`src/bridge_consts.svh`:
```
//////////////////////////////////////////////////////////////////////
// Width and depth constants for the AXI-lite write to Wishbone bridge
// Included by both type packages and by the RTL that sizes counters
//////////////////////////////////////////////////////////////////////
`ifndef BRIDGE_CONSTS_SVH
`define BRIDGE_CONSTS_SVH

// Data word width on both buses
`define BRIDGE_DATA_WIDTH 32

// AXI byte address width
`define BRIDGE_ADDR_WIDTH 28

// Log2 of the in-flight write depth
`define BRIDGE_LGFIFO 3

`endif

```
`src/axil_pkg.sv`:
```
//////////////////////////////////////////////////////////////////////
// AXI-lite write side types
// Address, data, strobe and response code of the slave port
//////////////////////////////////////////////////////////////////////
`include "bridge_consts.svh"

package axil_pkg;

	// Byte address as seen on awaddr
	typedef logic [`BRIDGE_ADDR_WIDTH-1:0] axil_addr_t;

	// Write data and its byte strobes
	typedef logic [`BRIDGE_DATA_WIDTH-1:0] axil_data_t;
	typedef logic [`BRIDGE_DATA_WIDTH/8-1:0] axil_strb_t;

	// Write response codes, EXOKAY never used on AXI-lite
	typedef enum logic [1:0]
	{
		OKAY   = 2'b00,
		SLVERR = 2'b10,
		DECERR = 2'b11
	} axil_resp_t;

endpackage

```
`src/wb_pkg.sv`:
```
//////////////////////////////////////////////////////////////////////
// Pipelined Wishbone master side types
// Word address, data and byte select of the bus
//////////////////////////////////////////////////////////////////////
`include "bridge_consts.svh"

package wb_pkg;

	// Word address, the byte address without its two low bits
	typedef logic [`BRIDGE_ADDR_WIDTH-3:0] wb_addr_t;

	// Data word
	typedef logic [`BRIDGE_DATA_WIDTH-1:0] wb_data_t;

	// One select bit per byte lane
	typedef logic [`BRIDGE_DATA_WIDTH/8-1:0] wb_sel_t;

endpackage

```
`src/axil_write_join.sv`:
```
//////////////////////////////////////////////////////////////////////
// Joins the AXI-lite write address and write data channels
// Holds whichever half comes first and fires one accept per pair
//////////////////////////////////////////////////////////////////////
`timescale 1ns/10ps
`include "bridge_consts.svh"

module axil_write_join
	import axil_pkg::*;
	import wb_pkg::*;
(
	input  logic       i_clk,
	input  logic       i_reset,
	input  logic       i_awvalid,
	input  axil_addr_t i_awaddr,
	input  logic       i_wvalid,
	input  axil_data_t i_wdata,
	input  axil_strb_t i_wstrb,
	input  logic       i_bus_stall,
	input  logic       i_accept_block,
	input  logic       i_last_slot,
	input  logic       i_bresp_taken,
	input  logic       i_issue_ready,
	output logic       o_awready,
	output logic       o_wready,
	output logic       o_accept,
	output wb_addr_t   o_addr,
	output wb_data_t   o_data,
	output wb_sel_t    o_sel
);

	// Holding registers for an early half
	logic     r_awvalid;
	logic     r_wvalid;
	wb_addr_t r_addr;
	wb_data_t r_data;
	wb_sel_t  r_sel;

	// A half is present if held or handed over this cycle
	logic aw_have;
	logic w_have;
	logic fifo_block_next;

	assign aw_have = r_awvalid || (i_awvalid && o_awready);
	assign w_have  = r_wvalid || (i_wvalid && o_wready);

	// Pair complete, FIFO has room and bus can take a new request
	assign o_accept = aw_have && w_have && !i_accept_block && i_issue_ready;

	// FIFO stays full or blocked, or fills with this accept
	assign fifo_block_next = !i_bresp_taken
		&& (i_accept_block || (i_last_slot && o_accept));

	// Held copy wins over the live channel
	assign o_addr = r_awvalid ? r_addr : i_awaddr[`BRIDGE_ADDR_WIDTH-1:2];
	assign o_data = r_wvalid ? r_data : i_wdata;
	assign o_sel  = r_wvalid ? r_sel : i_wstrb;

	//////////////////////////////////////////////////////////////////////
	// Holding registers

	// Capture payload on every handshake
	always_ff @(posedge i_clk)
	begin
		if (i_awvalid && o_awready)
			r_addr <= i_awaddr[`BRIDGE_ADDR_WIDTH-1:2];
		if (i_wvalid && o_wready)
		begin
			r_data <= i_wdata;
			r_sel  <= i_wstrb;
		end
	end

	// Half stays held until its pair is accepted
	always_ff @(posedge i_clk)
	begin
		if (i_reset)
		begin
			r_awvalid <= 1'b0;
			r_wvalid  <= 1'b0;
		end
		else
		begin
			r_awvalid <= aw_have && !o_accept;
			r_wvalid  <= w_have && !o_accept;
		end
	end

	//////////////////////////////////////////////////////////////////////
	// Ready generation

	// Drop ready on a held half, bus stall or a full or blocked FIFO
	always_ff @(posedge i_clk)
	begin
		if (i_reset)
		begin
			o_awready <= 1'b1;
			o_wready  <= 1'b1;
		end
		else
		begin
			o_awready <= !(aw_have && !o_accept) && !i_bus_stall && !fifo_block_next;
			o_wready  <= !(w_have && !o_accept) && !i_bus_stall && !fifo_block_next;
		end
	end

endmodule

```
`src/wb_write_master.sv`:
```
//////////////////////////////////////////////////////////////////////
// Pipelined Wishbone write master
// Puts each accepted write on the bus and tracks outstanding acks
//////////////////////////////////////////////////////////////////////
`timescale 1ns/10ps
`include "bridge_consts.svh"

module wb_write_master
	import wb_pkg::*;
(
	input  logic     i_clk,
	input  logic     i_reset,
	input  logic     i_accept,
	input  wb_addr_t i_addr,
	input  wb_data_t i_data,
	input  wb_sel_t  i_sel,
	input  logic     i_wb_ack,
	input  logic     i_wb_stall,
	input  logic     i_wb_err,
	input  logic     i_err_state,
	output logic     o_wb_cyc,
	output logic     o_wb_stb,
	output wb_addr_t o_wb_addr,
	output wb_data_t o_wb_data,
	output wb_sel_t  o_wb_sel,
	output logic     o_issue_ready,
	output logic     o_bus_stall,
	output logic     o_wb_done,
	output logic     o_wb_err
);

	// Requests on the bus still waiting for ack, 0 to 8
	logic [`BRIDGE_LGFIFO:0] outstanding;

	// Bus takes the request this cycle
	logic req_taken;

	assign req_taken     = o_wb_stb && !i_wb_stall;
	assign o_issue_ready = !o_wb_stb || !i_wb_stall;
	assign o_bus_stall   = o_wb_stb && i_wb_stall;
	assign o_wb_cyc      = o_wb_stb || (outstanding != '0);

	// Completion events seen by the tracker
	assign o_wb_done = o_wb_cyc && (i_wb_ack || i_wb_err);
	assign o_wb_err  = o_wb_cyc && i_wb_err;

	// Strobe held through stall, dropped at once on error
	always_ff @(posedge i_clk)
	begin
		if (i_reset || o_wb_err || i_err_state)
			o_wb_stb <= 1'b0;
		else if (i_accept)
			o_wb_stb <= 1'b1;
		else if (!i_wb_stall)
			o_wb_stb <= 1'b0;
	end

	// New request loads only when the bus is free to take it
	always_ff @(posedge i_clk)
	begin
		if (i_accept)
		begin
			o_wb_addr <= i_addr;
			o_wb_data <= i_data;
			o_wb_sel  <= i_sel;
		end
	end

	// Issued minus acknowledged
	always_ff @(posedge i_clk)
	begin
		if (i_reset || !o_wb_cyc || i_wb_err || i_err_state)
			outstanding <= '0;
		else if (req_taken && !i_wb_ack)
			outstanding <= outstanding + 1'b1;
		else if (!req_taken && i_wb_ack)
			outstanding <= outstanding - 1'b1;
	end

endmodule

```
`src/write_resp_tracker.sv`:
```
//////////////////////////////////////////////////////////////////////
// In-flight write tracker and AXI-lite write response generator
// Three pointers walk accepted, completed and answered writes in order
//////////////////////////////////////////////////////////////////////
`timescale 1ns/10ps
`include "bridge_consts.svh"

module write_resp_tracker
	import axil_pkg::*;
(
	input  logic       i_clk,
	input  logic       i_reset,
	input  logic       i_accept,
	input  logic       i_wb_done,
	input  logic       i_wb_err,
	input  logic       i_bready,
	output logic       o_bvalid,
	output axil_resp_t o_bresp,
	output logic       o_bresp_taken,
	output logic       o_accept_block,
	output logic       o_last_slot,
	output logic       o_err_state
);

	// Fill levels for full and one-free
	localparam logic [`BRIDGE_LGFIFO:0] full_fill = 1 << `BRIDGE_LGFIFO;
	localparam logic [`BRIDGE_LGFIFO:0] last_fill = full_fill - 1'b1;

	// Pointers carry one extra wrap bit
	logic [`BRIDGE_LGFIFO:0] r_first;
	logic [`BRIDGE_LGFIFO:0] r_mid;
	logic [`BRIDGE_LGFIFO:0] r_last;
	logic [`BRIDGE_LGFIFO:0] next_last;
	logic [`BRIDGE_LGFIFO:0] fill;
	// Entry that took the bus error
	logic [`BRIDGE_LGFIFO:0] err_loc;

	assign next_last      = r_last + 1'b1;
	assign fill           = r_first - r_last;
	assign o_bresp_taken  = o_bvalid && i_bready;
	assign o_accept_block = (fill == full_fill) || o_err_state;
	assign o_last_slot    = (fill == last_fill);

	//////////////////////////////////////////////////////////////////////
	// Pointers

	always_ff @(posedge i_clk)
	begin
		if (i_reset)
		begin
			r_first <= '0;
			r_mid   <= '0;
			r_last  <= '0;
		end
		else
		begin
			if (i_accept)
				r_first <= r_first + 1'b1;
			// Flush walks mid up to first one entry per cycle
			if (i_wb_done)
				r_mid <= r_mid + 1'b1;
			else if (o_err_state && (r_mid != r_first))
				r_mid <= r_mid + 1'b1;
			if (o_bresp_taken)
				r_last <= next_last;
		end
	end

	always_ff @(posedge i_clk)
	begin
		if (i_wb_err)
			err_loc <= r_mid;
	end

	// Left once every tracked write is answered
	always_ff @(posedge i_clk)
	begin
		if (i_reset)
			o_err_state <= 1'b0;
		else if (r_first == r_last)
			o_err_state <= 1'b0;
		else if (i_wb_err)
			o_err_state <= 1'b1;
	end

	//////////////////////////////////////////////////////////////////////
	// Response channel

	// Valid while completed (or flushed) entries remain unanswered
	always_ff @(posedge i_clk)
	begin
		if (i_reset)
			o_bvalid <= 1'b0;
		else if (i_wb_done)
			o_bvalid <= 1'b1;
		else if (o_bresp_taken)
			o_bvalid <= o_err_state ? (next_last != r_first) : (next_last != r_mid);
	end

	// Code of the entry shown next on the response channel
	always_ff @(posedge i_clk)
	begin
		if (i_reset)
			o_bresp <= OKAY;
		else if (!o_bvalid || i_bready)
		begin
			if (!o_err_state && !i_wb_err)
				o_bresp <= OKAY;
			else if (!o_err_state)
			begin
				// Error arrives while the failing entry is next in line
				if (o_bvalid)
					o_bresp <= (r_mid == next_last) ? SLVERR : OKAY;
				else
					o_bresp <= (r_mid == r_last) ? SLVERR : OKAY;
			end
			else if (next_last == err_loc)
				o_bresp <= SLVERR;
			else if (o_bresp != OKAY)
				// Everything past the failing entry was flushed
				o_bresp <= DECERR;
		end
	end

endmodule

```
`src/axilwr_to_wb.sv`:
```
//////////////////////////////////////////////////////////////////////
// AXI-lite write channel to pipelined Wishbone write bridge, top level
// Shares the clock with both buses, AXI reset is active low
//////////////////////////////////////////////////////////////////////
`timescale 1ns/10ps

module axilwr_to_wb
	import axil_pkg::*;
	import wb_pkg::*;
(
	input  logic       i_clk,
	input  logic       i_axi_reset_n,
	// AXI write address channel
	input  logic       i_axi_awvalid,
	output logic       o_axi_awready,
	input  axil_addr_t i_axi_awaddr,
	// AXI write data channel
	input  logic       i_axi_wvalid,
	output logic       o_axi_wready,
	input  axil_data_t i_axi_wdata,
	input  axil_strb_t i_axi_wstrb,
	// AXI write response channel
	output logic       o_axi_bvalid,
	input  logic       i_axi_bready,
	output axil_resp_t o_axi_bresp,
	// Wishbone master
	output logic       o_wb_cyc,
	output logic       o_wb_stb,
	output wb_addr_t   o_wb_addr,
	output wb_data_t   o_wb_data,
	output wb_sel_t    o_wb_sel,
	input  logic       i_wb_ack,
	input  logic       i_wb_stall,
	input  logic       i_wb_err
);

	logic w_reset;

	// Join to master
	logic     accept;
	wb_addr_t accept_addr;
	wb_data_t accept_data;
	wb_sel_t  accept_sel;

	// Master status
	logic issue_ready;
	logic bus_stall;
	logic wb_done;
	logic wb_err;

	// Tracker status
	logic accept_block;
	logic last_slot;
	logic bresp_taken;
	logic err_state;

	assign w_reset = !i_axi_reset_n;

	// Address and data pairing
	axil_write_join u_join
	(
		.i_clk          (i_clk),
		.i_reset        (w_reset),
		.i_awvalid      (i_axi_awvalid),
		.i_awaddr       (i_axi_awaddr),
		.i_wvalid       (i_axi_wvalid),
		.i_wdata        (i_axi_wdata),
		.i_wstrb        (i_axi_wstrb),
		.i_bus_stall    (bus_stall),
		.i_accept_block (accept_block),
		.i_last_slot    (last_slot),
		.i_bresp_taken  (bresp_taken),
		.i_issue_ready  (issue_ready),
		.o_awready      (o_axi_awready),
		.o_wready       (o_axi_wready),
		.o_accept       (accept),
		.o_addr         (accept_addr),
		.o_data         (accept_data),
		.o_sel          (accept_sel)
	);

	// Wishbone request side
	wb_write_master u_master
	(
		.i_clk         (i_clk),
		.i_reset       (w_reset),
		.i_accept      (accept),
		.i_addr        (accept_addr),
		.i_data        (accept_data),
		.i_sel         (accept_sel),
		.i_wb_ack      (i_wb_ack),
		.i_wb_stall    (i_wb_stall),
		.i_wb_err      (i_wb_err),
		.i_err_state   (err_state),
		.o_wb_cyc      (o_wb_cyc),
		.o_wb_stb      (o_wb_stb),
		.o_wb_addr     (o_wb_addr),
		.o_wb_data     (o_wb_data),
		.o_wb_sel      (o_wb_sel),
		.o_issue_ready (issue_ready),
		.o_bus_stall   (bus_stall),
		.o_wb_done     (wb_done),
		.o_wb_err      (wb_err)
	);

	// In-order responses
	write_resp_tracker u_tracker
	(
		.i_clk          (i_clk),
		.i_reset        (w_reset),
		.i_accept       (accept),
		.i_wb_done      (wb_done),
		.i_wb_err       (wb_err),
		.i_bready       (i_axi_bready),
		.o_bvalid       (o_axi_bvalid),
		.o_bresp        (o_axi_bresp),
		.o_bresp_taken  (bresp_taken),
		.o_accept_block (accept_block),
		.o_last_slot    (last_slot),
		.o_err_state    (err_state)
	);

endmodule

```
`config.mk`:
```
export PLATFORM = sky130hd
export DESIGN_NAME = axilwr_to_wb
export DESIGN_NICKNAME = d
export VERILOG_FILES = /design/src/axil_pkg.sv /design/src/wb_pkg.sv /design/src/axil_write_join.sv /design/src/wb_write_master.sv /design/src/write_resp_tracker.sv /design/src/axilwr_to_wb.sv
export VERILOG_INCLUDE_DIRS = /design/src
export SDC_FILE = /design/constraint.sdc
export NUM_CORES = 1
export LEC_CHECK = 0
export ABC_CLOCK_PERIOD_IN_PS = 7400
export CAP_MARGIN = 20
export CORE_MARGIN = 4
export CORE_UTILIZATION = 57
export DETAILED_ROUTE_END_ITERATION = 10
export DONT_BUFFER_PORTS = 1
export PLACE_DENSITY = 0.75
export SKIP_CTS_REPAIR_TIMING = 1
export SLEW_MARGIN = 25
export SYNTH_ARGS = -nofsm -noshare
export SYNTH_HDL_FRONTEND = slang
export SYNTH_HIERARCHICAL = 1
export SYNTH_SLANG_ARGS = --single-unit
```
`constraint.sdc`:
```
create_clock -name i_clk -period 7.4 [get_ports i_clk]
set_input_delay 1.48 -clock i_clk [delete_from_list [all_inputs] [get_ports i_clk]]
set_output_delay 1.48 -clock i_clk [all_outputs]
set_load 0.01 [all_outputs]
```
* Word level (Yosys, flattened, before mapping)
Index checks and enable logic that the tools add are counted.
** Word-level totals
- Register bits :: 153
- Input bits :: 72
- Output and inout port bits :: 69
** Cells by class
- Add/sub/neg operators :: 6
- Equality and inequality tests :: 11
- Muxes and demuxes :: 19
- Bitwise operators :: 1
- Reductions and logical operators :: 58
** Operators by type and width (count)
- 32-bit two-way mux :: 1
- 26-bit two-way mux :: 1
- 1-bit logical AND :: 22
- 4-bit two-way mux :: 5
- 4-bit by 1-bit adder with 4-bit output, second input constant :: 4
- 4-bit equality test :: 4
- 1-bit logical NOT :: 16
- 2-bit two-way mux :: 7
- 1-bit logical OR :: 13
- 4-bit != test :: 3
- 2-bit nonzero test :: 4
- 1-bit two-way mux :: 5
- 4-bit by 3-bit equality test with 1-bit output, second input constant :: 1
- 4-bit equality test, second input constant :: 1
- 4-bit != test, second input constant :: 1
- 4-bit nonzero test :: 1
- 4-bit by 1-bit subtractor with 4-bit output, second input constant :: 1
- 4-bit subtractor :: 1
- 2-bit by 1-bit != test with 1-bit output, second input constant :: 1
- 2-bit AND reduction :: 1
- 2-bit OR reduction :: 1
- 1-bit inverter :: 1

* Longest topological paths before layout
Gate-level depths: netlist of run 1.
- Depth after elaboration :: 11
- Mapped depth :: 12
- Mapped depth without buffers :: 12

* Modules after synthesis
Netlist of run 1, hierarchy kept.
** By module, submodules not included
- axil_write_join :: instances 1, cells each 152, area each 2836.5 um^2
- wb_write_master :: instances 1, cells each 102, area each 2210.9 um^2
- write_resp_tracker :: instances 1, cells each 132, area each 1241.2 um^2
- axilwr_to_wb :: instances 1, cells each 1, area each 3.8 um^2

* Worst setup path before layout of run 1
OpenSTA, ideal clock, no wires.
- Path type :: input to register
- From :: input port i_wb_stall
- To :: register u_tracker.r_first[3]
- Library setup time :: 128 ps
- Data arrival time :: 6956 ps
- Slack :: 317 ps
- Stages on the path :: 6
- Path through :: nand2_1 > nand2b_4 > nor3_1 > nand4_1 > xor2_1 > nor2_1
** On the way
- Cells in the longest elaborated chain, start to end :: 3
** Ends and longest elaborated chain
- start, declared :: line axilwr_to_wb.sv:33 : input logic i_wb_stall,
- 1-bit logical NOT :: line wb_write_master.sv:39 : assign o_issue_ready = !o_wb_stb || !i_wb_stall;
- 1-bit logical OR :: line wb_write_master.sv:39
- 1-bit logical AND :: line axil_write_join.sv:48 : assign o_accept = aw_have && w_have && !i_accept_block && i_issue_ready;
- named net accept :: line axilwr_to_wb.sv:40 : logic accept;
- end signal, assigned :: line write_resp_tracker.sv:58 : r_first <= r_first + 1'b1;
- end, declared :: line write_resp_tracker.sv:30 : logic [`BRIDGE_LGFIFO:0] r_first;
The timed path passes the listed nets, and every way through them passes these cells.
A chain may end at the register's enable or synchronous reset.

* Final worst setup path of run 1
- From :: register u_tracker.r_first[0]
- To :: register u_tracker.r_first[3]
** On the way
- Cells in the longest elaborated chain, start to end :: 6
- Elaborated cells on any way between the ends :: 7
- Classes of those cells :: add/sub (2); eq/ne (1); reduce/logical (4)
** Ends and longest elaborated chain
- 4-bit subtractor :: line write_resp_tracker.sv:39 : assign fill = r_first - r_last;
- 4-bit equality test :: line write_resp_tracker.sv:41 : assign o_accept_block = (fill == full_fill) || o_err_state;
- 1-bit logical OR :: line write_resp_tracker.sv:41
- named net accept_block :: line axilwr_to_wb.sv:52 : logic accept_block;
- 1-bit logical NOT :: line axil_write_join.sv:48
- 1-bit logical AND (2 in a row) :: line axil_write_join.sv:48
- named net accept :: line axilwr_to_wb.sv:40
The timed path passes the listed nets, and every way through them passes these cells.

==> results of run 1 <==
cell usage after synthesis (4+ instances only):
cell type and instances:
nor3_1 6, edfxtp_1 128, ha_1 9, nand2_1 10
nand4_1 4, a21oi_1 8, nor2_1 20, nand3_1 4
o21ai_0 4, mux2i_1 9, xnor2_1 16, xor2_1 15
mux2_2 62, inv_1 14, dfxtp_1 25, buf_6 5
cells in the final DEF, fill, tap and decap left out, types with 10 or more instances in the layout:
master	instances
edfxtp_1	128
mux2_2	62
dfxtp_1	24
nor2_1	20
clkbuf_16	16
xnor2_1	16
xor2_1	15
inv_1	14
nand2_1	10
final cells by class:
type | count | area (um2)
tap | 140 | 175
timing repair buffer | 4 | 30.0
multi-input combinational | 205 | 1780
inverter | 14 | 52.6
fill | 751 | 3910
clock inverter | 13 | 129
sequential | 153 | 4350
clock buffer | 19 | 422
state kept, by name, summed over array words and instances, names as in the netlist, 26 cells and up:
signal and flops:
u_join/r_data 32, u_join/r_addr 26, u_master/o_wb_addr 26, u_master/o_wb_data 32
layer usage:
layer / track usage, % / up-vias
li1: - / 1460
met1: 22.3 / 1530
met2: 29.1 / 99
met3: 8.02 / 10
met4: 7.69 / 0
met5: 0 / -
worst max-delay path: cells and delay by family (launching register included):
| kind | cells | cell delay, ns |
|---|---|---|
| xor gates and xnor gates | 2 | 0.37 |
| adders and majority gates | 2 | 0.61 |
| DFF | 1 | 0.47 |
| buffers and inverters | 2 | 0.76 |
| AOI/OAI and AO/OA | 1 | 0.26 |
| and+or+nand+nor | 4 | 0.52 |
worst min-delay path by stage:
stage,cells past startpoint,to,slack (ns)
final,2,u_master/outstanding[3],0.51
after global routing,2,u_master/outstanding[3],0.54
after CTS,2,u_master/outstanding[3],0.50
after detailed placement,2,u_master/outstanding[3],0.49
after global placement,2,u_master/outstanding[3],0.47
after floorplan,0,u_tracker/err_loc[2],0.41
power breakdown:
group          switching (mW)  total, mW  internal, mW
clock                   0.324      0.801         0.476
combinational           0.217      0.386         0.170
sequential              0.163       1.34          1.17
metrics by stage:
stage | instances | worst slack [ns] | power [mW] | hold slack, ns
floorplan | 387 | 0.317 | 1.67 | 0.409
global route | 548 | 4.02 | 2.65 | 0.539
finish | 548 | 4.26 | 2.52 | 0.509
detailed placement | 516 | 4.22 | 1.75 | 0.492
CTS | 548 | 4.21 | 2.55 | 0.503
global placement | 516 | 4.31 | 1.73 | 0.468
logic make-up (layout without fill, tap and decap cells):
group,after synthesis,count (layout),synth area share [%]
flops,153,153,69.0
fa+ha+maj,11,11,2.43
compound gates,28,28,3.24
simple gates,63,63,5.47
mux,71,71,12.5
buf+inv,29,50,2.72
xor+xnor,32,32,4.57
==> reports/metrics.cfg, run 1 <==
[routing]
wl_met1_um=4450
met3WireLength_um=952
top_layer=met4
drc=0
first_iter_violations=226
via_per_inst=5.66
ant_nets=0
wl_per_cell_um=20.1
wl_met2_um=5470
totalWireLength_um=11000
drtPass1Iterations=4
num_vias=3099

[synth]
yosysWarnings=6
synthArstFlopShare_pct=0
syn_avg_cell_area_um2=16.3
synthesis.area_mm2=0.00629
yosys.area.top_type=edfxtp_1
synth_cells=387
synth_seq_cells=153
synth_edf_count=128
synth_ff_type=edfxtp_1
yosysUniqueCellTypes=47
syn-num-nets=470
synth_top_area_share_pct=61.1
synth.area.top_cells=edfxtp_1 (61%), mux2_2 (11%), dfxtp_1 (8.0%)
yosysSeqAreaShare_pct=69.0

[cells_and_area]
syn_to_final_growth_pct=10.2
drive_above_1_share_pct=26.2
nets=478
fin_area_mm2=0.00694
antennaDiodeCount=0
utilization_pct=64.0

[critical_path]
worst_setup_path_startpoint=u_tracker/r_first[0]
cp_common_cell=xor2_1
path_cells=inv_1, ha_1, fa_1, xor2_1, a41o_1, nand2b_4, nor3_2, buf_4, nand4_1, xor2_1, nor2_1
r2r_start=u_tracker/r_first[0]
worstReg2RegEnd=u_tracker/r_first[3]
end_kind=flop
start_kind=flop
critPathCapture=u_tracker/r_first[3]
arrival_ns=3.52
reg2reg_slack_ns=4.26
r2r_cells=11
cp_max_fo=67
max_stage_delay_ns=0.68
cpMaxStageDelayCell=buf_4
path_class=reg2reg
worstPathRequired_ns=7.78

[clock_network]
numCtsBuffers=17
htree_levels=4
worstSkewPairLatency_ns=0.53
cts_sinks=153
cts_tree=yes
root_buffer=clkbuf_8
clock_path_buffers=2
clkTransAtPathRegs_ns=0.06

[outcome]
outcome=finished clean

[die]
ios=141
coreArea_mm2=0.0108
rows=38
die_area_mm2=0.0128
dieHeight_um=113
start_util_pct=58.0
dieWidth_um=113

[sta]
finalSetupTns_ns=0
hold_viol=0
finClkSkew_ns=0.0200
relSlewSlack_pct=38.8
maxSlewViolCount=0
rsz0062_at_grt=false
finalSetupViolations=0
fin_crit_ns=3.14
max_freq_mhz=318
worst_pin_slew_ns=0.917
min_period_over_period_pct=42.4

[place]
io_buffers=0
dp_hpwl_um=7510
dpl_cell_area_mm2=0.00638
gp_congestion=0.816

[job]
drv_cap=0

[global_routing]
antenna_found_initial=0
grt_max_degree=68
grt_overflow_total=0
grt_pass1_wl_um=17900
grt_use_total_pct=18.5
grt_pass1_vias=3292

[power_and_ir_drop]
peakVddDrop_v=0.000206
powerDensity_mw_per_mm2=364
leakage_nw=2.36

[min_path]
min_path_type=reg2reg
hp-start=u_master/outstanding[3]

Power figures use the tool's default switching activity.
==> run 2: changes to the inputs <==
ABC_AREA = 1   (was unset)
ABC_CLOCK_PERIOD_IN_PS = 2700   (was 7400)
clock period = 2.7 ns   (was 7.4 ns; I/O delays follow)
==> run 2 against run 1 <==
- global-route usage increased by 1.5 points
- clock skew fell by 0.010 ns
- register-to-register slack got worse by 3.9 ns
- core utilization up 1.9 points
- first-iteration DRC count rose by 100%
- synthesized area up 1.5%
- via count up 29%
- total power rose to 3.0 times the previous value
- cell count up 38%
- final area up 3.4%
- highest routed layer unchanged
==> reports/metrics.cfg, run 2 <==
[outcome]
outcome=finished clean

[critical_path]
worst_setup_path_startpoint=u_tracker/r_first[2]
end_kind=flop
path_class=reg2reg
cp_max_fo=37
worstReg2RegEnd=u_master/o_wb_data[6]
r2r_cells=10
start_kind=flop
worstPathRequired_ns=2.89
reg2reg_slack_ns=0.33
r2r_start=u_tracker/r_first[2]
critPathCapture=u_master/o_wb_data[6]
arrival_ns=2.56

[sta]
finalSetupTns_ns=0
finalSetupViolations=0
hold_viol=0
maxSlewViolCount=0
finClkSkew_ns=0.00964
rsz0062_at_grt=false
relSlewSlack_pct=70.0
max_freq_mhz=422
min_period_over_period_pct=87.8
fin_crit_ns=2.37
worst_pin_slew_ns=0.451

[synth]
syn-num-nets=676
synth_cells=593
synth_ff_type=edfxtp_1
synth_top_area_share_pct=60.2
yosys.area.top_type=edfxtp_1
synth_commonest_cells=nand2_1 (258), edfxtp_1 (128), inv_1 (41)
syn_avg_cell_area_um2=10.8
synth.area.top_cells=edfxtp_1 (60%), nand2_1 (15%), dfxtp_1 (7.8%)
synth_edf_count=128
yosysWarnings=6
synthArstFlopShare_pct=0
yosysSeqAreaShare_pct=68.0
synth_seq_cells=153
synth.most_common_cell=nand2_1
synthesis.area_mm2=0.00639
yosysUniqueCellTypes=32

[routing]
totalWireLength_um=12700
wl_per_cell_um=16.8
num_vias=4002
drtPass1Iterations=5
via_per_inst=5.29
drc=0
first_iter_violations=460
ant_nets=0

[global_routing]
grt_overflow_total=0
antenna_found_initial=0
grt_pass1_wl_um=20100
grt_pass1_vias=3976
grt_max_degree=38
grt_use_total_pct=20.0

[cells_and_area]
drive_above_1_share_pct=11.0
multi_input_area_mm2=0.00182
final_common_cell=nand2_1
nets=687
final_cell_mix=nand2_1 (256), edfxtp_1 (128), inv_1 (39)
fill_cells=793
antennaDiodeCount=0
seqCellArea_mm2=0.00435
reg.largest.list=u_join/r_data (32), u_master/o_wb_data (32)
syn_to_final_growth_pct=12.2

[clock_network]
cts_tree=yes
clkTransAtPathRegs_ns=0.07
root_buffer=clkbuf_8
clock_path_buffers=2
cts_sinks=153
numCtsBuffers=17
worstSkewPairLatency_ns=0.50
htree_levels=4

[power_and_ir_drop]
p_total_mw=7.69
leakage_nw=2.89
peakVddDrop_v=0.000527
powerDensity_mw_per_mm2=1070

[die]
start_util_pct=58.7
die_area_mm2=0.0130
coreArea_mm2=0.0109
rows=38
dieWidth_um=114
dieHeight_um=114
ios=141

[place]
gp_congestion=0.865
io_buffers=0
dp_hpwl_um=8860

[min_path]
min_path_type=in2reg

[job]
drv_cap=0

-- run 2: changes by cell type in the layout (fill, tap and decap cells not counted), sizes merged, moves of 11 or more --
cell / change
nand2: +253
mux2: -62
inv: +33
o21ai: +14
nand3: +13
xnor2: -11
-- run 2: stage by stage --
| stage | std cells | instance area (um2) | worst slack (ns) | hold slack, ns | utilization [%] |
|---|---|---|---|---|---|
| after floorplan | 593 | 6440 | -0.205 | 0.461 | - |
| after global placement | 725 | 6600 | 0.407 | 0.478 | 60.6 |
| after detailed placement | 725 | 6600 | 0.336 | 0.478 | 60.6 |
| after CTS | 757 | 7170 | 0.326 | 0.0945 | 65.8 |
| after global routing | 757 | 7170 | 0.139 | 0.0853 | 65.8 |
| final | 757 | 7170 | 0.330 | 0.129 | 65.8 |
-- run 2: metal layers --
metal / global-route usage (%) / up-vias / wire (um)
li1: - / 1979 / -
met1: 24.3 / 1872 / 5110
met2: 33.3 / 129 / 6420
met3: 6.05 / 22 / 842
met4: 8.47 / 0 / 312
met5: 0 / - / 0
-- run 2: critical path: stages, from the launching register on --
cell and delay, ns:
dfxtp_1 0.49, ha_4 0.27, a21oi_1 0.14, o21ai_1 0.09, xor2_1 0.16, nand4_1 0.10
nand2_2 0.08, nor2_4 0.16, nand3_2 0.10, clkinvlp_4 0.19, buf_12 0.24
-- run 2: cell families (layout without fill, tap and decap cells) --
family	count (synthesis)	count (layout)	synth area share [%]
compound gates	38	38	3.31
xor+xnor	13	13	1.78
fa+ha+maj	11	11	2.39
buf+inv	60	84	4.23
flops	153	153	68.0
simple gates	318	318	20.3
-- run 2: layout make-up --
class,count,area share [%]
multi-input combinational,380,25.3
clock buffer,18,5.83
inverter,46,2.64
timing repair buffer,6,0.977
tap,140,2.44
sequential,153,60.7
clock inverter,14,2.08
-- run 2: worst min path at each step --
stage / slack (ns) / depth (start not counted) / startpoint / to
after floorplan: 0.46 / 2 / u_master/outstanding[2] / u_master/outstanding[2]
after global placement: 0.48 / 2 / u_master/outstanding[2] / u_master/outstanding[2]
after detailed placement: 0.48 / 2 / u_master/outstanding[2] / u_master/outstanding[2]
after CTS: 0.09 / 0 / i_axi_awaddr[3] / u_join/r_addr[1]
after global routing: 0.09 / 0 / i_axi_awaddr[3] / u_join/r_addr[1]
final: 0.13 / 0 / i_axi_awaddr[3] / u_join/r_addr[1]
-- run 2: report_power, final --
part / switching [mW] / internal [mW] / leakage, nW
clock: 0.914 / 1.32 / 0.276
combinational: 1.11 / 0.519 / 1.19
sequential: 0.478 / 3.35 / 1.42
total: 2.50 / 5.19 / 2.89
